`config.mk`:
```
export PLATFORM = sky130hd
export DESIGN_NAME = sdCmdTop
export DESIGN_NICKNAME = d
export VERILOG_FILES = /design/src/common/axiLitePkg.sv /design/src/common/sdCmdPkg.sv /design/src/hw/sdCmdTop.sv /design/src/hw/sdCmdRegs.sv /design/src/hw/sdCmd/sdCmdSender.sv /design/src/hw/spiLink/spiByteShifter.sv /design/src/hw/spiLink/spiTxFifo.sv
export VERILOG_INCLUDE_DIRS = /design/src /design/src/common
export SDC_FILE = /design/constraint.sdc
export NUM_CORES = 1
export LEC_CHECK = 0
export ABC_AREA = 1
export BUFFER_PORTS_ARGS = -buffer_cell sky130_fd_sc_hd__buf_2
export CAP_MARGIN = 25
export CORE_AREA = 3 3 163 133
export CTS_BUF_LIST = sky130_fd_sc_hd__clkbuf_8
export CTS_CLUSTER_DIAMETER = 60
export CTS_CLUSTER_SIZE = 8
export DETAILED_ROUTE_END_ITERATION = 10
export DIE_AREA = 0 0 166 136
export HOLD_SLACK_MARGIN = 0.05
export PLACE_DENSITY_LB_ADDON = 0.05
export SLEW_MARGIN = 20
export SYNTH_ARGS = -nofsm -noshare
export SYNTH_HDL_FRONTEND = slang
export SYNTH_SLANG_ARGS = --single-unit
```
`constraint.sdc`:
```
create_clock -name clk -period 3 [get_ports clk]
set_input_delay 0.15 -clock clk [delete_from_list [all_inputs] [get_ports clk]]
set_output_delay 0.15 -clock clk [all_outputs]
set_load 0.03 [all_outputs]
```
`src/common/sdSpi_defs.svh`:
```
`ifndef SD_SPI_DEFS_SVH
`define SD_SPI_DEFS_SVH

////////////////////
// SD command timing
////////////////////

// Poll bytes sent before the card counts as silent
`define SD_RESP_TIMEOUT 64

// System clocks per half SPI clock period
`define SPI_CLK_DIV 2

// Entries in the byte FIFO towards the shifter
`define SPI_FIFO_DEPTH 4

////////////////////
// Register map, byte offsets
////////////////////

`define REG_CMD    8'h00
`define REG_ARG    8'h04
`define REG_CRC    8'h08
`define REG_STATUS 8'h0C
`define REG_R7     8'h10

`endif
```
`src/common/axiLitePkg.sv`:
```
package axiLitePkg;

  typedef enum logic [1:0] {
    OKAY   = 2'b00,
    SLVERR = 2'b10
  } axiResp_e;

  // Master to slave, all five channels
  typedef struct packed {
    logic        awvalid;
    logic [7:0]  awaddr;
    logic        wvalid;
    logic [31:0] wdata;
    logic [3:0]  wstrb;
    logic        bready;
    logic        arvalid;
    logic [7:0]  araddr;
    logic        rready;
  } axiLiteReq_t;

  // Slave to master
  typedef struct packed {
    logic        awready;
    logic        wready;
    logic        bvalid;
    axiResp_e    bresp;
    logic        arready;
    logic        rvalid;
    logic [31:0] rdata;
    axiResp_e    rresp;
  } axiLiteRsp_t;

endpackage

```
`src/common/sdCmdPkg.sv`:
```
package sdCmdPkg;

  // Command bytes the engine or the card treats specially
  typedef enum logic [7:0] {
    CMD0  = 8'h40,
    CMD8  = 8'h48,
    CMD17 = 8'h51,
    CMD55 = 8'h77
  } sdOpcode_e;

  // Sender FSM states
  typedef enum logic [2:0] {
    ST_IDLE,
    ST_BYTE,
    ST_BYTE_GAP,
    ST_DRAIN,
    ST_POLL,
    ST_POLL_DEL,
    ST_WAIT,
    ST_CHECK
  } sdSendState_e;

  // Six bytes on the wire after the preamble
  typedef struct packed {
    logic [7:0]  cmd;
    logic [31:0] arg;
    logic [7:0]  crc;
  } sdCmdFrame_t;

  // Outcome of the last command
  typedef struct packed {
    logic        ready;
    logic        timeout;
    logic [7:0]  r1;
    logic [31:0] r7;
  } sdCmdResult_t;

endpackage

```
`src/hw/sdCmdTop.sv`:
```
`timescale 1ns/100ps

module sdCmdTop (
  input  logic                    clk,
  input  logic                    rst,
  input  axiLitePkg::axiLiteReq_t axiReq,
  output axiLitePkg::axiLiteRsp_t axiRsp,
  output logic                    sclk,
  output logic                    mosi,
  output logic                    csN,
  input  logic                    miso
);

  import sdCmdPkg::*;

  sdCmdFrame_t  frame;
  sdCmdResult_t result;
  logic         cmdStart;
  // Sender side of the FIFO
  logic [7:0]   senderByte;
  logic         txWen;
  logic         txFull;
  // Shifter side of the FIFO
  logic [7:0]   fifoByte;
  logic         txPop;
  logic         txEmpty;
  logic [7:0]   rxByte;
  logic         rxRdy;
  logic         rxRdyClr;

  sdCmdRegs regs_i (
    .clk, .rst, .axiReq, .axiRsp, .frame, .cmdStart, .csN, .result
  );

  sdCmdSender sender_i (
    .clk, .rst, .frame, .cmdStart, .result,
    .txByte(senderByte), .txWen, .txFull, .txEmpty,
    .rxByte, .rxRdy, .rxRdyClr
  );

  spiTxFifo fifo_i (
    .clk, .rst, .wrByte(senderByte), .wrEn(txWen), .full(txFull),
    .rdByte(fifoByte), .rdEn(txPop), .empty(txEmpty)
  );

  spiByteShifter shifter_i (
    .clk, .rst, .txByte(fifoByte), .txEmpty, .txPop,
    .rxByte, .rxRdy, .rxRdyClr, .sclk, .mosi, .miso
  );

endmodule

```
`src/hw/sdCmdRegs.sv`:
```
`timescale 1ns/100ps
`include "sdSpi_defs.svh"

module sdCmdRegs (
  input  logic                   clk,
  input  logic                   rst,
  input  axiLitePkg::axiLiteReq_t axiReq,
  output axiLitePkg::axiLiteRsp_t axiRsp,
  output sdCmdPkg::sdCmdFrame_t  frame,
  output logic                   cmdStart,
  output logic                   csN,
  input  sdCmdPkg::sdCmdResult_t result
);

  import axiLitePkg::*;

  logic        wrTake;
  logic        rdTake;
  logic        wrMapped;
  logic        rdMapped;
  logic [31:0] rdWord;
  logic        bValid;
  logic        rValid;
  axiResp_e    bResp;
  axiResp_e    rResp;
  logic [31:0] rData;

  // One outstanding write and one outstanding read
  assign wrTake = axiReq.awvalid && axiReq.wvalid && !bValid;
  assign rdTake = axiReq.arvalid && !rValid;

  assign axiRsp = '{awready: wrTake, wready: wrTake, bvalid: bValid, bresp: bResp,
                    arready: rdTake, rvalid: rValid, rdata: rData, rresp: rResp};

  always_comb begin
    case (axiReq.awaddr)
      `REG_CMD, `REG_ARG, `REG_CRC, `REG_STATUS, `REG_R7: wrMapped = 1'b1;
      default: wrMapped = 1'b0;
    endcase
  end

  // Read mux, STATUS packs ready, timeout and R1
  always_comb begin
    rdMapped = 1'b1;
    case (axiReq.araddr)
      `REG_CMD:    rdWord = {22'd0, csN, 1'b0, frame.cmd};
      `REG_ARG:    rdWord = frame.arg;
      `REG_CRC:    rdWord = {24'd0, frame.crc};
      `REG_STATUS: rdWord = {16'd0, result.r1, 6'd0, result.timeout, result.ready};
      `REG_R7:     rdWord = result.r7;
      default: begin
        rdWord   = '0;
        rdMapped = 1'b0;
      end
    endcase
  end

  ////////////////////
  // Handshake and control
  ////////////////////

  always_ff @(posedge clk) begin
    if (rst) begin
      bValid   <= 1'b0;
      rValid   <= 1'b0;
      cmdStart <= 1'b0;
      csN      <= 1'b1;
    end else begin
      cmdStart <= 1'b0;
      if (wrTake) begin
        bValid <= 1'b1;
      end else if (axiReq.bready) begin
        bValid <= 1'b0;
      end
      if (rdTake) begin
        rValid <= 1'b1;
      end else if (axiReq.rready) begin
        rValid <= 1'b0;
      end
      // Start bit 8 and chip select bit 9 sit in byte lane 1
      if (wrTake && axiReq.awaddr == `REG_CMD && axiReq.wstrb[1]) begin
        csN      <= axiReq.wdata[9];
        cmdStart <= axiReq.wdata[8] && result.ready;
      end
    end
  end

  ////////////////////
  // Frame and response data
  ////////////////////

  always_ff @(posedge clk) begin
    if (wrTake) begin
      bResp <= wrMapped ? OKAY : SLVERR;
    end
    if (rdTake) begin
      rData <= rdWord;
      rResp <= rdMapped ? OKAY : SLVERR;
    end
    // Frame is frozen while a command runs
    if (wrTake && result.ready) begin
      case (axiReq.awaddr)
        `REG_CMD: begin
          if (axiReq.wstrb[0]) begin
            frame.cmd <= axiReq.wdata[7:0];
          end
        end
        `REG_ARG: begin
          for (int i = 0; i < 4; i++) begin
            if (axiReq.wstrb[i]) begin
              frame.arg[8*i +: 8] <= axiReq.wdata[8*i +: 8];
            end
          end
        end
        `REG_CRC: begin
          if (axiReq.wstrb[0]) begin
            frame.crc <= axiReq.wdata[7:0];
          end
        end
        default: ;
      endcase
    end
  end

endmodule

```
`src/hw/sdCmd/sdCmdSender.sv`:
```
`timescale 1ns/100ps
`include "sdSpi_defs.svh"

module sdCmdSender (
  input  logic                   clk,
  input  logic                   rst,
  input  sdCmdPkg::sdCmdFrame_t  frame,
  input  logic                   cmdStart,
  output sdCmdPkg::sdCmdResult_t result,
  output logic [7:0]             txByte,
  output logic                   txWen,
  input  logic                   txFull,
  input  logic                   txEmpty,
  input  logic [7:0]             rxByte,
  input  logic                   rxRdy,
  output logic                   rxRdyClr
);

  import sdCmdPkg::*;

  localparam logic [9:0] TimeoutLimit = 10'(`SD_RESP_TIMEOUT);

  sdSendState_e state;
  // 0 is the 0xFF preamble, 1 to 6 the frame bytes
  logic [2:0]   byteIdx;
  // Bytes taken after R1, CMD8 only
  logic [2:0]   respCtr;
  logic [9:0]   timeoutCnt;
  logic [7:0]   frameByte;
  logic         isCmd8;

  assign isCmd8 = (frame.cmd == CMD8);

  // Argument goes out most significant byte first
  always_comb begin
    case (byteIdx)
      3'd0:    frameByte = 8'hFF;
      3'd1:    frameByte = frame.cmd;
      3'd2:    frameByte = frame.arg[31:24];
      3'd3:    frameByte = frame.arg[23:16];
      3'd4:    frameByte = frame.arg[15:8];
      3'd5:    frameByte = frame.arg[7:0];
      default: frameByte = frame.crc;
    endcase
  end

  ////////////////////
  // Command FSM
  ////////////////////

  always_ff @(posedge clk) begin
    if (rst) begin
      state      <= ST_IDLE;
      byteIdx    <= '0;
      respCtr    <= '0;
      timeoutCnt <= '0;
      txWen      <= 1'b0;
      rxRdyClr   <= 1'b0;
      result     <= '0;
    end else begin
      case (state)
        ST_IDLE: begin
          result.ready <= 1'b1;
          if (cmdStart) begin
            result.ready   <= 1'b0;
            result.timeout <= 1'b0;
            // Old R7 stays visible unless a new CMD8 runs
            if (isCmd8) begin
              result.r7 <= '0;
            end
            byteIdx <= '0;
            respCtr <= '0;
            state   <= ST_BYTE;
          end
        end
        // Stall here while the FIFO is full
        ST_BYTE: begin
          if (!txFull) begin
            txByte <= frameByte;
            txWen  <= 1'b1;
            state  <= ST_BYTE_GAP;
          end
        end
        // One idle cycle between FIFO writes
        ST_BYTE_GAP: begin
          txWen <= 1'b0;
          if (byteIdx == 3'd6) begin
            timeoutCnt <= '0;
            state      <= ST_DRAIN;
          end else begin
            byteIdx <= byteIdx + 3'd1;
            state   <= ST_BYTE;
          end
        end
        ST_DRAIN: begin
          if (txEmpty) begin
            state <= ST_POLL;
          end
        end
        // Poll byte and stale rxRdy clear leave together
        ST_POLL: begin
          if (!txFull) begin
            txByte     <= 8'hFF;
            txWen      <= 1'b1;
            rxRdyClr   <= 1'b1;
            timeoutCnt <= timeoutCnt + 10'd1;
            state      <= ST_POLL_DEL;
          end
        end
        // Lets the clear land before rxRdy is looked at
        ST_POLL_DEL: begin
          txWen    <= 1'b0;
          rxRdyClr <= 1'b0;
          state    <= ST_WAIT;
        end
        ST_WAIT: begin
          if (rxRdy) begin
            if (isCmd8 && respCtr != 3'd0) begin
              result.r7 <= {result.r7[23:0], rxByte};
            end else begin
              result.r1 <= rxByte;
            end
            state <= ST_CHECK;
          end
        end
        ST_CHECK: begin
          if (isCmd8) begin
            // No timeout flag, an old card may just ignore CMD8
            if (timeoutCnt == TimeoutLimit) begin
              state <= ST_IDLE;
            end else if (respCtr == 3'd4) begin
              state <= ST_IDLE;
            end else if (respCtr == 3'd0 && result.r1 == 8'h05) begin
              // Illegal command, no R7 follows
              state <= ST_IDLE;
            end else if (respCtr == 3'd0 && result.r1[7]) begin
              state <= ST_POLL;
            end else begin
              respCtr    <= respCtr + 3'd1;
              timeoutCnt <= '0;
              state      <= ST_POLL;
            end
          end else begin
            if (timeoutCnt == TimeoutLimit) begin
              result.timeout <= (frame.cmd != CMD55);
              state          <= ST_IDLE;
            end else if (!result.r1[7]) begin
              state <= ST_IDLE;
            end else begin
              state <= ST_POLL;
            end
          end
        end
        default: state <= ST_IDLE;
      endcase
    end
  end

endmodule

```
`src/hw/spiLink/spiByteShifter.sv`:
```
`timescale 1ns/100ps
`include "sdSpi_defs.svh"

module spiByteShifter (
  input  logic       clk,
  input  logic       rst,
  input  logic [7:0] txByte,
  input  logic       txEmpty,
  output logic       txPop,
  output logic [7:0] rxByte,
  output logic       rxRdy,
  input  logic       rxRdyClr,
  output logic       sclk,
  output logic       mosi,
  input  logic       miso
);

  localparam int DivW = $clog2(`SPI_CLK_DIV + 1);

  logic            busy;
  logic [DivW-1:0] divCnt;
  logic            halfTick;
  logic [2:0]      bitCnt;
  logic [7:0]      txShift;
  logic [7:0]      rxShift;

  assign halfTick = (divCnt == DivW'(`SPI_CLK_DIV - 1));
  // Pop straight from the FIFO head when idle
  assign txPop    = !busy && !txEmpty;

  ////////////////////
  // Mode 0 shifter
  ////////////////////

  always_ff @(posedge clk) begin
    if (rst) begin
      busy   <= 1'b0;
      divCnt <= '0;
      bitCnt <= '0;
      sclk   <= 1'b0;
      mosi   <= 1'b1;
      rxRdy  <= 1'b0;
    end else begin
      if (rxRdyClr) begin
        rxRdy <= 1'b0;
      end
      if (!busy) begin
        if (!txEmpty) begin
          // First bit is on mosi before the first rising edge
          busy    <= 1'b1;
          txShift <= txByte;
          mosi    <= txByte[7];
          divCnt  <= '0;
          bitCnt  <= '0;
        end
      end else if (halfTick) begin
        divCnt <= '0;
        sclk   <= ~sclk;
        if (!sclk) begin
          // Rising edge, sample
          rxShift <= {rxShift[6:0], miso};
          if (bitCnt == 3'd7) begin
            // Completion wins over a clear in the same cycle
            rxByte <= {rxShift[6:0], miso};
            rxRdy  <= 1'b1;
          end
        end else begin
          // Falling edge, next bit out or done
          if (bitCnt == 3'd7) begin
            busy <= 1'b0;
          end else begin
            bitCnt  <= bitCnt + 3'd1;
            txShift <= {txShift[6:0], 1'b1};
            mosi    <= txShift[6];
          end
        end
      end else begin
        divCnt <= divCnt + 1'b1;
      end
    end
  end

endmodule

```
`src/hw/spiLink/spiTxFifo.sv`:
```
`timescale 1ns/100ps
`include "sdSpi_defs.svh"

module spiTxFifo (
  input  logic       clk,
  input  logic       rst,
  input  logic [7:0] wrByte,
  input  logic       wrEn,
  output logic       full,
  output logic [7:0] rdByte,
  input  logic       rdEn,
  output logic       empty
);

  localparam int Depth = `SPI_FIFO_DEPTH;
  localparam int PtrW  = (Depth > 1) ? $clog2(Depth) : 1;
  localparam int CntW  = $clog2(Depth + 1);

  logic [7:0]      mem [Depth];
  logic [PtrW-1:0] wrPtr;
  logic [PtrW-1:0] rdPtr;
  logic [CntW-1:0] count;
  logic            doWr;
  logic            doRd;

  assign full   = (count == CntW'(Depth));
  assign empty  = (count == '0);
  // Writes to a full FIFO and reads from an empty one are dropped
  assign doWr   = wrEn && !full;
  assign doRd   = rdEn && !empty;
  // Head byte shows without a read cycle
  assign rdByte = mem[rdPtr];

  always_ff @(posedge clk) begin
    if (doWr) begin
      mem[wrPtr] <= wrByte;
    end
  end

  always_ff @(posedge clk) begin
    if (rst) begin
      wrPtr <= '0;
      rdPtr <= '0;
      count <= '0;
    end else begin
      // Pointers wrap at any depth
      if (doWr) begin
        wrPtr <= (wrPtr == PtrW'(Depth - 1)) ? '0 : wrPtr + 1'b1;
      end
      if (doRd) begin
        rdPtr <= (rdPtr == PtrW'(Depth - 1)) ? '0 : rdPtr + 1'b1;
      end
      case ({doWr, doRd})
        2'b10:   count <= count + 1'b1;
        2'b01:   count <= count - 1'b1;
        default: count <= count;
      endcase
    end
  end

endmodule

```
==> results of run 1 <==
-- through the flow --
stage | setup slack, ns | std cells
2_1_floorplan | 0.700 | 1078
3_3_place_gp | 0.768 | 1415
3_5_place_dp | 0.753 | 1415
4_1_cts | 0.736 | 1511
5_1_grt | 0.405 | 1511
6_report | 0.715 | 1511
-- registers in the layout, indices dropped and copies added (netlist names), 7 cells and up, named ones only --
register / count
fifo_i.mem: 32
regs_i.frame: 48
regs_i.rData: 32
sender_i.result: 42
sender_i.timeoutCnt: 10
sender_i.txByte: 8
shifter_i.rxByte: 8
shifter_i.rxShift: 7
shifter_i.txShift: 7
-- routing by layer --
layer,track usage [%],wire length (microns),up-vias
met1,35.3,12700,3691
li1,-,-,3892
met4,4.71,325,0
met2,33.0,10700,281
met5,0,0,-
met3,5.44,2180,32
-- synth_stat cells, drive strengths merged --
library cell,count
fa,1
xnor2,1
ha,17
o21a,1
a211oi,8
dfxtp,85
a22o,1
o211ai,4
nor2,229
and3,1
o22ai,14
or2,2
inv,139
clkinv,1
o21ai,85
a21oi,46
a221oi,4
o2111ai,8
o32ai,1
buf,21
nor3,13
xor2,1
edfxtp,144
clkbuf,21
nand3,37
a31oi,6
o211a,1
and2,2
o221ai,7
nand2,155
nand4,19
or3,1
conb,1
-- cell families after synthesis --
logic type	after synthesis
buffers and inverters	182
other	1
flip-flops	229
AND/OR/NAND/NOR	459
adder cells (fa/ha/maj)	18
XOR/XNOR	2
AO/OA/AOI/OAI	186
-- what timing repair did --
action	4_1_cts	5_1_grt
setup endpoints to repair	0	0
endpoints found under the hold margin	55	0
hold buffers	38	0
resized for setup	0	0
-- layout make-up --
cell class / count / area (sq um)
inverter: 140 / 528
fill: 1778 / 8240
clock buffer: 35 / 482
tap: 264 / 330
timing repair buffer: 153 / 991
multi-input combinational: 667 / 3280
sequential: 229 / 6030
clock inverter: 23 / 91.3
-- critical path: stages (launching register included) --
cell	delay [ns]
dfxtp_1	0.35
inv_1	0.34
nand2_1	0.21
inv_1	0.15
ha_1	0.16
inv_1	0.07
fa_1	0.43
a21oi_1	0.15
o21ai_0	0.11
o21ai_0	0.15
a21oi_1	0.05
-- power by group through the flow --
stage | clock, uW | combinational [uW] | sequential (uW)
5_1_grt | 2430 | 1600 | 3850
6_report | 2230 | 1410 | 3820
3_5_place_dp | 0 | 1370 | 3880
3_3_place_gp | 0 | 1360 | 3880
4_1_cts | 2290 | 1410 | 3820
2_1_floorplan | 0 | 934 | 3870
-- path summary, 6_finish.rpt --
path / from / cells past startpoint / endpoint
max: shifter_i.busy / 10 / fifo_i.count[2]
min: axiReq[47] / 3 / regs_i.bResp[1]
min reg2reg: shifter_i.rxShift[6] / 0 / shifter_i.rxByte[7]
max reg2reg: shifter_i.busy / 10 / fifo_i.count[2]
==> impl_metrics.json, run 1 <==
{
  "via_count": 7896,
  "synth_top_family_by_area": "simple AND/OR/NAND/NOR gates",
  "syn_area_per_cell_sq_um": 9.33,
  "combPwrFrac_pct": 18.9,
  "layout_common_cells": "nor2_1 (222), inv_1 (156), nand2_1 (150)",
  "synth_compound_area_share_pct": 10.7,
  "setup_viol": 0,
  "arrival_ns": 2.67,
  "ios": 104,
  "root_buffer": "clkbuf_8",
  "wl_mm": 25.9,
  "yosys-top-cells-area": "edfxtp_1 (43%), dfxtp_1 (17%), nor2_1 (8.3%)",
  "dieArea_sq_um": 22600,
  "first_global_vias": 7392,
  "n_antenna_cell": 0,
  "syn_area_sq_um": 10000,
  "ys_seq_area_share_pct": 60.0,
  "ys_ff_latch": 229,
  "p_sw_uw": 2270,
  "core-area_sq_um": 20000,
  "power.total_uw": 7460,
  "rrSetupSlack_ns": 0.71,
  "p_int_uw": 5190,
  "criticalPathCategory": "flop to flop",
  "mostFrequentLayoutCell": "nor2_1",
  "clock-sinks": 229,
  "slew_violations": 0,
  "hold_viol": 0,
  "fin_tns_setup_ns": 0,
  "cts_tree": "built",
  "cts_buffers": 34,
  "slew_headroom_pct": 35.8,
  "place.gp.congestion": 0.907,
  "worst_pin_slew_ns": 0.961,
  "max-vdd-ir-drop_v": 0.000318,
  "p_sw_share_pct": 30.4,
  "dpl-instance-area_sq_um": 10800,
  "synth_top_area_share_pct": 43.1,
  "yosys.area_share.adder_pct": 2.32,
  "start_util_pct": 50.3,
  "finalWorstPathRequiredPeriod_ns": 2.29,
  "rows": 46,
  "final_util_pct": 58.7,
  "clk_latency_ns": 0.51,
  "dr.pass1.iters": 5,
  "fin_crit_sh_pct": 76.2,
  "avgRoutedWirePerCell_microns": 17.2,
  "initialDrtViolationCount": 736,
  "critPathRequiredTime_ns": 3.38,
  "ys_types": 48,
  "hold_slack_ns": 0.0643,
  "via_per_inst": 5.23,
  "drtAntennaViolNets": 0,
  "fp.dieW_microns": 166,
  "grt_max_degree": 36,
  "postLayoutCellArea_sq_um": 11700,
  "grt_setup_unrepaired": "no",
  "clkSlewWorstSetupHoldPaths_ns": 0.07,
  "die_y_microns": 136,
  "p_leak_uw": 0.00459,
  "grt_overflow": 0,
  "clkPwrFrac_pct": 29.9,
  "start_kind": "flop",
  "grtUsageTotal_pct": 22.9,
  "end_kind": "flop",
  "post_synth_mux_area_share_pct": 0,
  "critPathMaxFanout": 15,
  "seqPwrFrac_pct": 51.2,
  "synth_xor_area_share_pct": 0.174,
  "areaGrowthSynthToFinish_pct": 16.8,
  "drc": 0,
  "fmax_mhz": 438,
  "post-dp-hpwl_mm": 18.6,
  "synth_warnings": 0,
  "hold_path_class": "primary input to flop",
  "skew_ns": 0.0224,
  "maxCapViolCount": 0,
  "synthCells": 1077,
  "htreeDepth": 2,
  "power.density_nw_per_um2": 636,
  "nets": 1303,
  "io_buffer_count": 101,
  "clockBufferDepth": 3,
  "antenna_found_initial": 0,
  "cts_setup_buffers": 0,
  "yosysTopAreaCell": "edfxtp_1",
  "drive_above_1_share_pct": 14.1,
  "outcome": "completed",
  "grt_pass1_wl_mm": 40.7,
  "yosys.area_share.simple_pct": 19.3
}
(Power assumes the default switching activity.)
==> run 2, diff against run 1 <==
Clock period 3 ns to 2.35 ns, I/O delays scaled along.
==> run 2 against run 1 <==
  * Clock skew barely moved
  * Hold slack gained 0.054 ns
  * Total power rose by 29%
  * Wire length up 1.9%
  * Final cell count up 1.7%
  * Critical endpoint is now regs_i.csN
  * Highest routed layer unchanged
==> impl_metrics.json, run 2 (synthesis results as in run 1) <==
{
  "outcome": "completed",
  "grt_overflow": 0,
  "largest_register_ff_count": 48,
  "slew_violations": 0,
  "rrSetupSlack_ns": 0.23,
  "cts_setup_buffers": 0,
  "via_count": 8049,
  "criticalPathCategory": "primary input to flop",
  "start_kind": "primary input",
  "regMostFlops": "regs_i.frame",
  "r2r_cells": 6,
  "drtAntennaViolNets": 0,
  "final_util_pct": 59.8,
  "grt_pass1_wl_mm": 41.1,
  "critPathMaxFanout": 4,
  "start_util_pct": 50.3,
  "cts_tree": "built",
  "dieArea_sq_um": 22600,
  "p_leak_uw": 0.00472,
  "drive_above_1_share_pct": 15.3,
  "mostFrequentLayoutCell": "nor2_1",
  "core-area_sq_um": 20000,
  "hold_slack_ns": 0.119,
  "fin_crit_sh_pct": 91.4,
  "areaGrowthSynthToFinish_pct": 19.0,
  "antenna_found_initial": 0,
  "die_y_microns": 136,
  "multi_input_area_sq_um": 3280,
  "dr.pass1.iters": 5,
  "htreeDepth": 2,
  "setup_viol": 0,
  "largest_registers": "regs_i.frame (48), sender_i.result (42)",
  "place.gp.congestion": 0.949,
  "initialDrtViolationCount": 619,
  "fin_cells": 1536,
  "maxCapViolCount": 0,
  "max-vdd-ir-drop_v": 0.000500,
  "hold_viol": 0,
  "min-delay-start": "axiReq[5]",
  "clkSlewWorstSetupHoldPaths_ns": 0.07,
  "worst_pin_slew_ns": 0.582,
  "root_buffer": "clkbuf_8",
  "fp.dieW_microns": 166,
  "nFillCells": 1742,
  "critPathRequiredTime_ns": 2.82,
  "finalWorstPathRequiredPeriod_ns": 2.15,
  "end_kind": "flop",
  "reg2reg_from": "regs_i.bValid",
  "dp_cells": 1431,
  "drc": 0,
  "power.density_nw_per_um2": 805,
  "n_antenna_cell": 0,
  "min_path_cells": 4,
  "min_delay_worst_endpoint": "regs_i.rData[3]",
  "cts_buffers": 34,
  "rows": 46,
  "slew_headroom_pct": 61.2,
  "clk_latency_ns": 0.54,
  "via_per_inst": 5.24,
  "wl_mm": 26.4,
  "first_global_vias": 7463,
  "avgRoutedWirePerCell_microns": 17.2,
  "io_buffer_count": 101,
  "seq_area_sq_um": 6030,
  "grt_setup_unrepaired": "no",
  "layout_common_cells": "nor2_1 (221), inv_1 (157), nand2_1 (150)",
  "nets": 1326,
  "timing.rr.end": "regs_i.csN",
  "fmax_mhz": 465,
  "ios": 104,
  "grtUsageTotal_pct": 23.3,
  "grt_max_degree": 43,
  "hold_path_class": "primary input to flop",
  "skew_ns": 0.0222,
  "clockBufferDepth": 3,
  "arrival_ns": 2.61,
  "fin_tns_setup_ns": 0,
  "clock-sinks": 229,
  "post-dp-hpwl_mm": 18.9
}
-- run 2: changes by cell type in the layout (fill, tap and decap cells not counted) --
cell           change
nor2_2             +1
buf_12             +1
nor2_1             -1
buf_4             +15
inv_8              +1
dlygate4sd3_1      +7
inv_1              +1
-- run 2: area by class of cell --
cell class / count / area share [%]
timing repair buffer: 176 / 9.99
multi-input combinational: 667 / 27.5
sequential: 229 / 50.4
inverter: 140 / 4.42
tap: 264 / 2.76
clock buffer: 35 / 4.03
clock inverter: 25 / 0.890
-- run 2: through the flow --
stage                     total power (uW)  setup WS, ns  cell area (sq um)
after global placement                6730         0.332              10900
final                                 9610         0.201              11900
after floorplan                       6140        0.0828              10000
after CTS                             9690         0.234              11900
after detailed placement              6740         0.272              10900
after global routing                 10100        0.0727              11900
-- run 2: how the worst max path moves through the flow --
stage | slack (ns) | start | cells after the start | end
CTS | 0.23 | regs_i.bValid | 6 | regs_i.csN
detailed placement | 0.27 | fifo_i.count[0] | 12 | fifo_i.count[2]
global route | 0.07 | fifo_i.count[0] | 12 | fifo_i.count[2]
finish | 0.20 | axiReq[52] | 8 | regs_i.csN
global placement | 0.33 | fifo_i.count[0] | 12 | fifo_i.count[2]
floorplan | 0.08 | regs_i.rValid | 2 | axiRsp[35]
-- run 2: timing repair --
| action | in CTS | in global routing |
|---|---|---|
| endpoints found under the setup margin | 0 | 1 |
| resized for setup | 0 | 1 |
| hold endpoints to repair | 71 | 0 |
| hold buffers | 45 | 0 |
-- run 2: critical path, stage by stage --
cell	delay [ns]
dlygate4sd3_1	0.53
buf_2	0.13
or3_1	0.41
nor2_1	0.16
nand4_1	0.08
dlygate4sd3_1	0.56
nand3_1	0.07
dlygate4sd3_1	0.55
-- run 2: layer usage --
layer / global-route usage (%) / vias up / part of all wire (%)
met4: 5.31 / 0 / 1.5
met5: 0 / - / 0
li1: - / 3944 / -
met1: 35.5 / 3805 / 49
met2: 33.7 / 259 / 42
met3: 5.55 / 41 / 7.4
-- run 2: power by group --
group          switching (uW)  total [uW]  leakage [uW]  internal (uW)
logic                    1220        1860       0.00232            637
clock network            1500        2890      0.000379           1390
registers                 190        4860       0.00201           4670
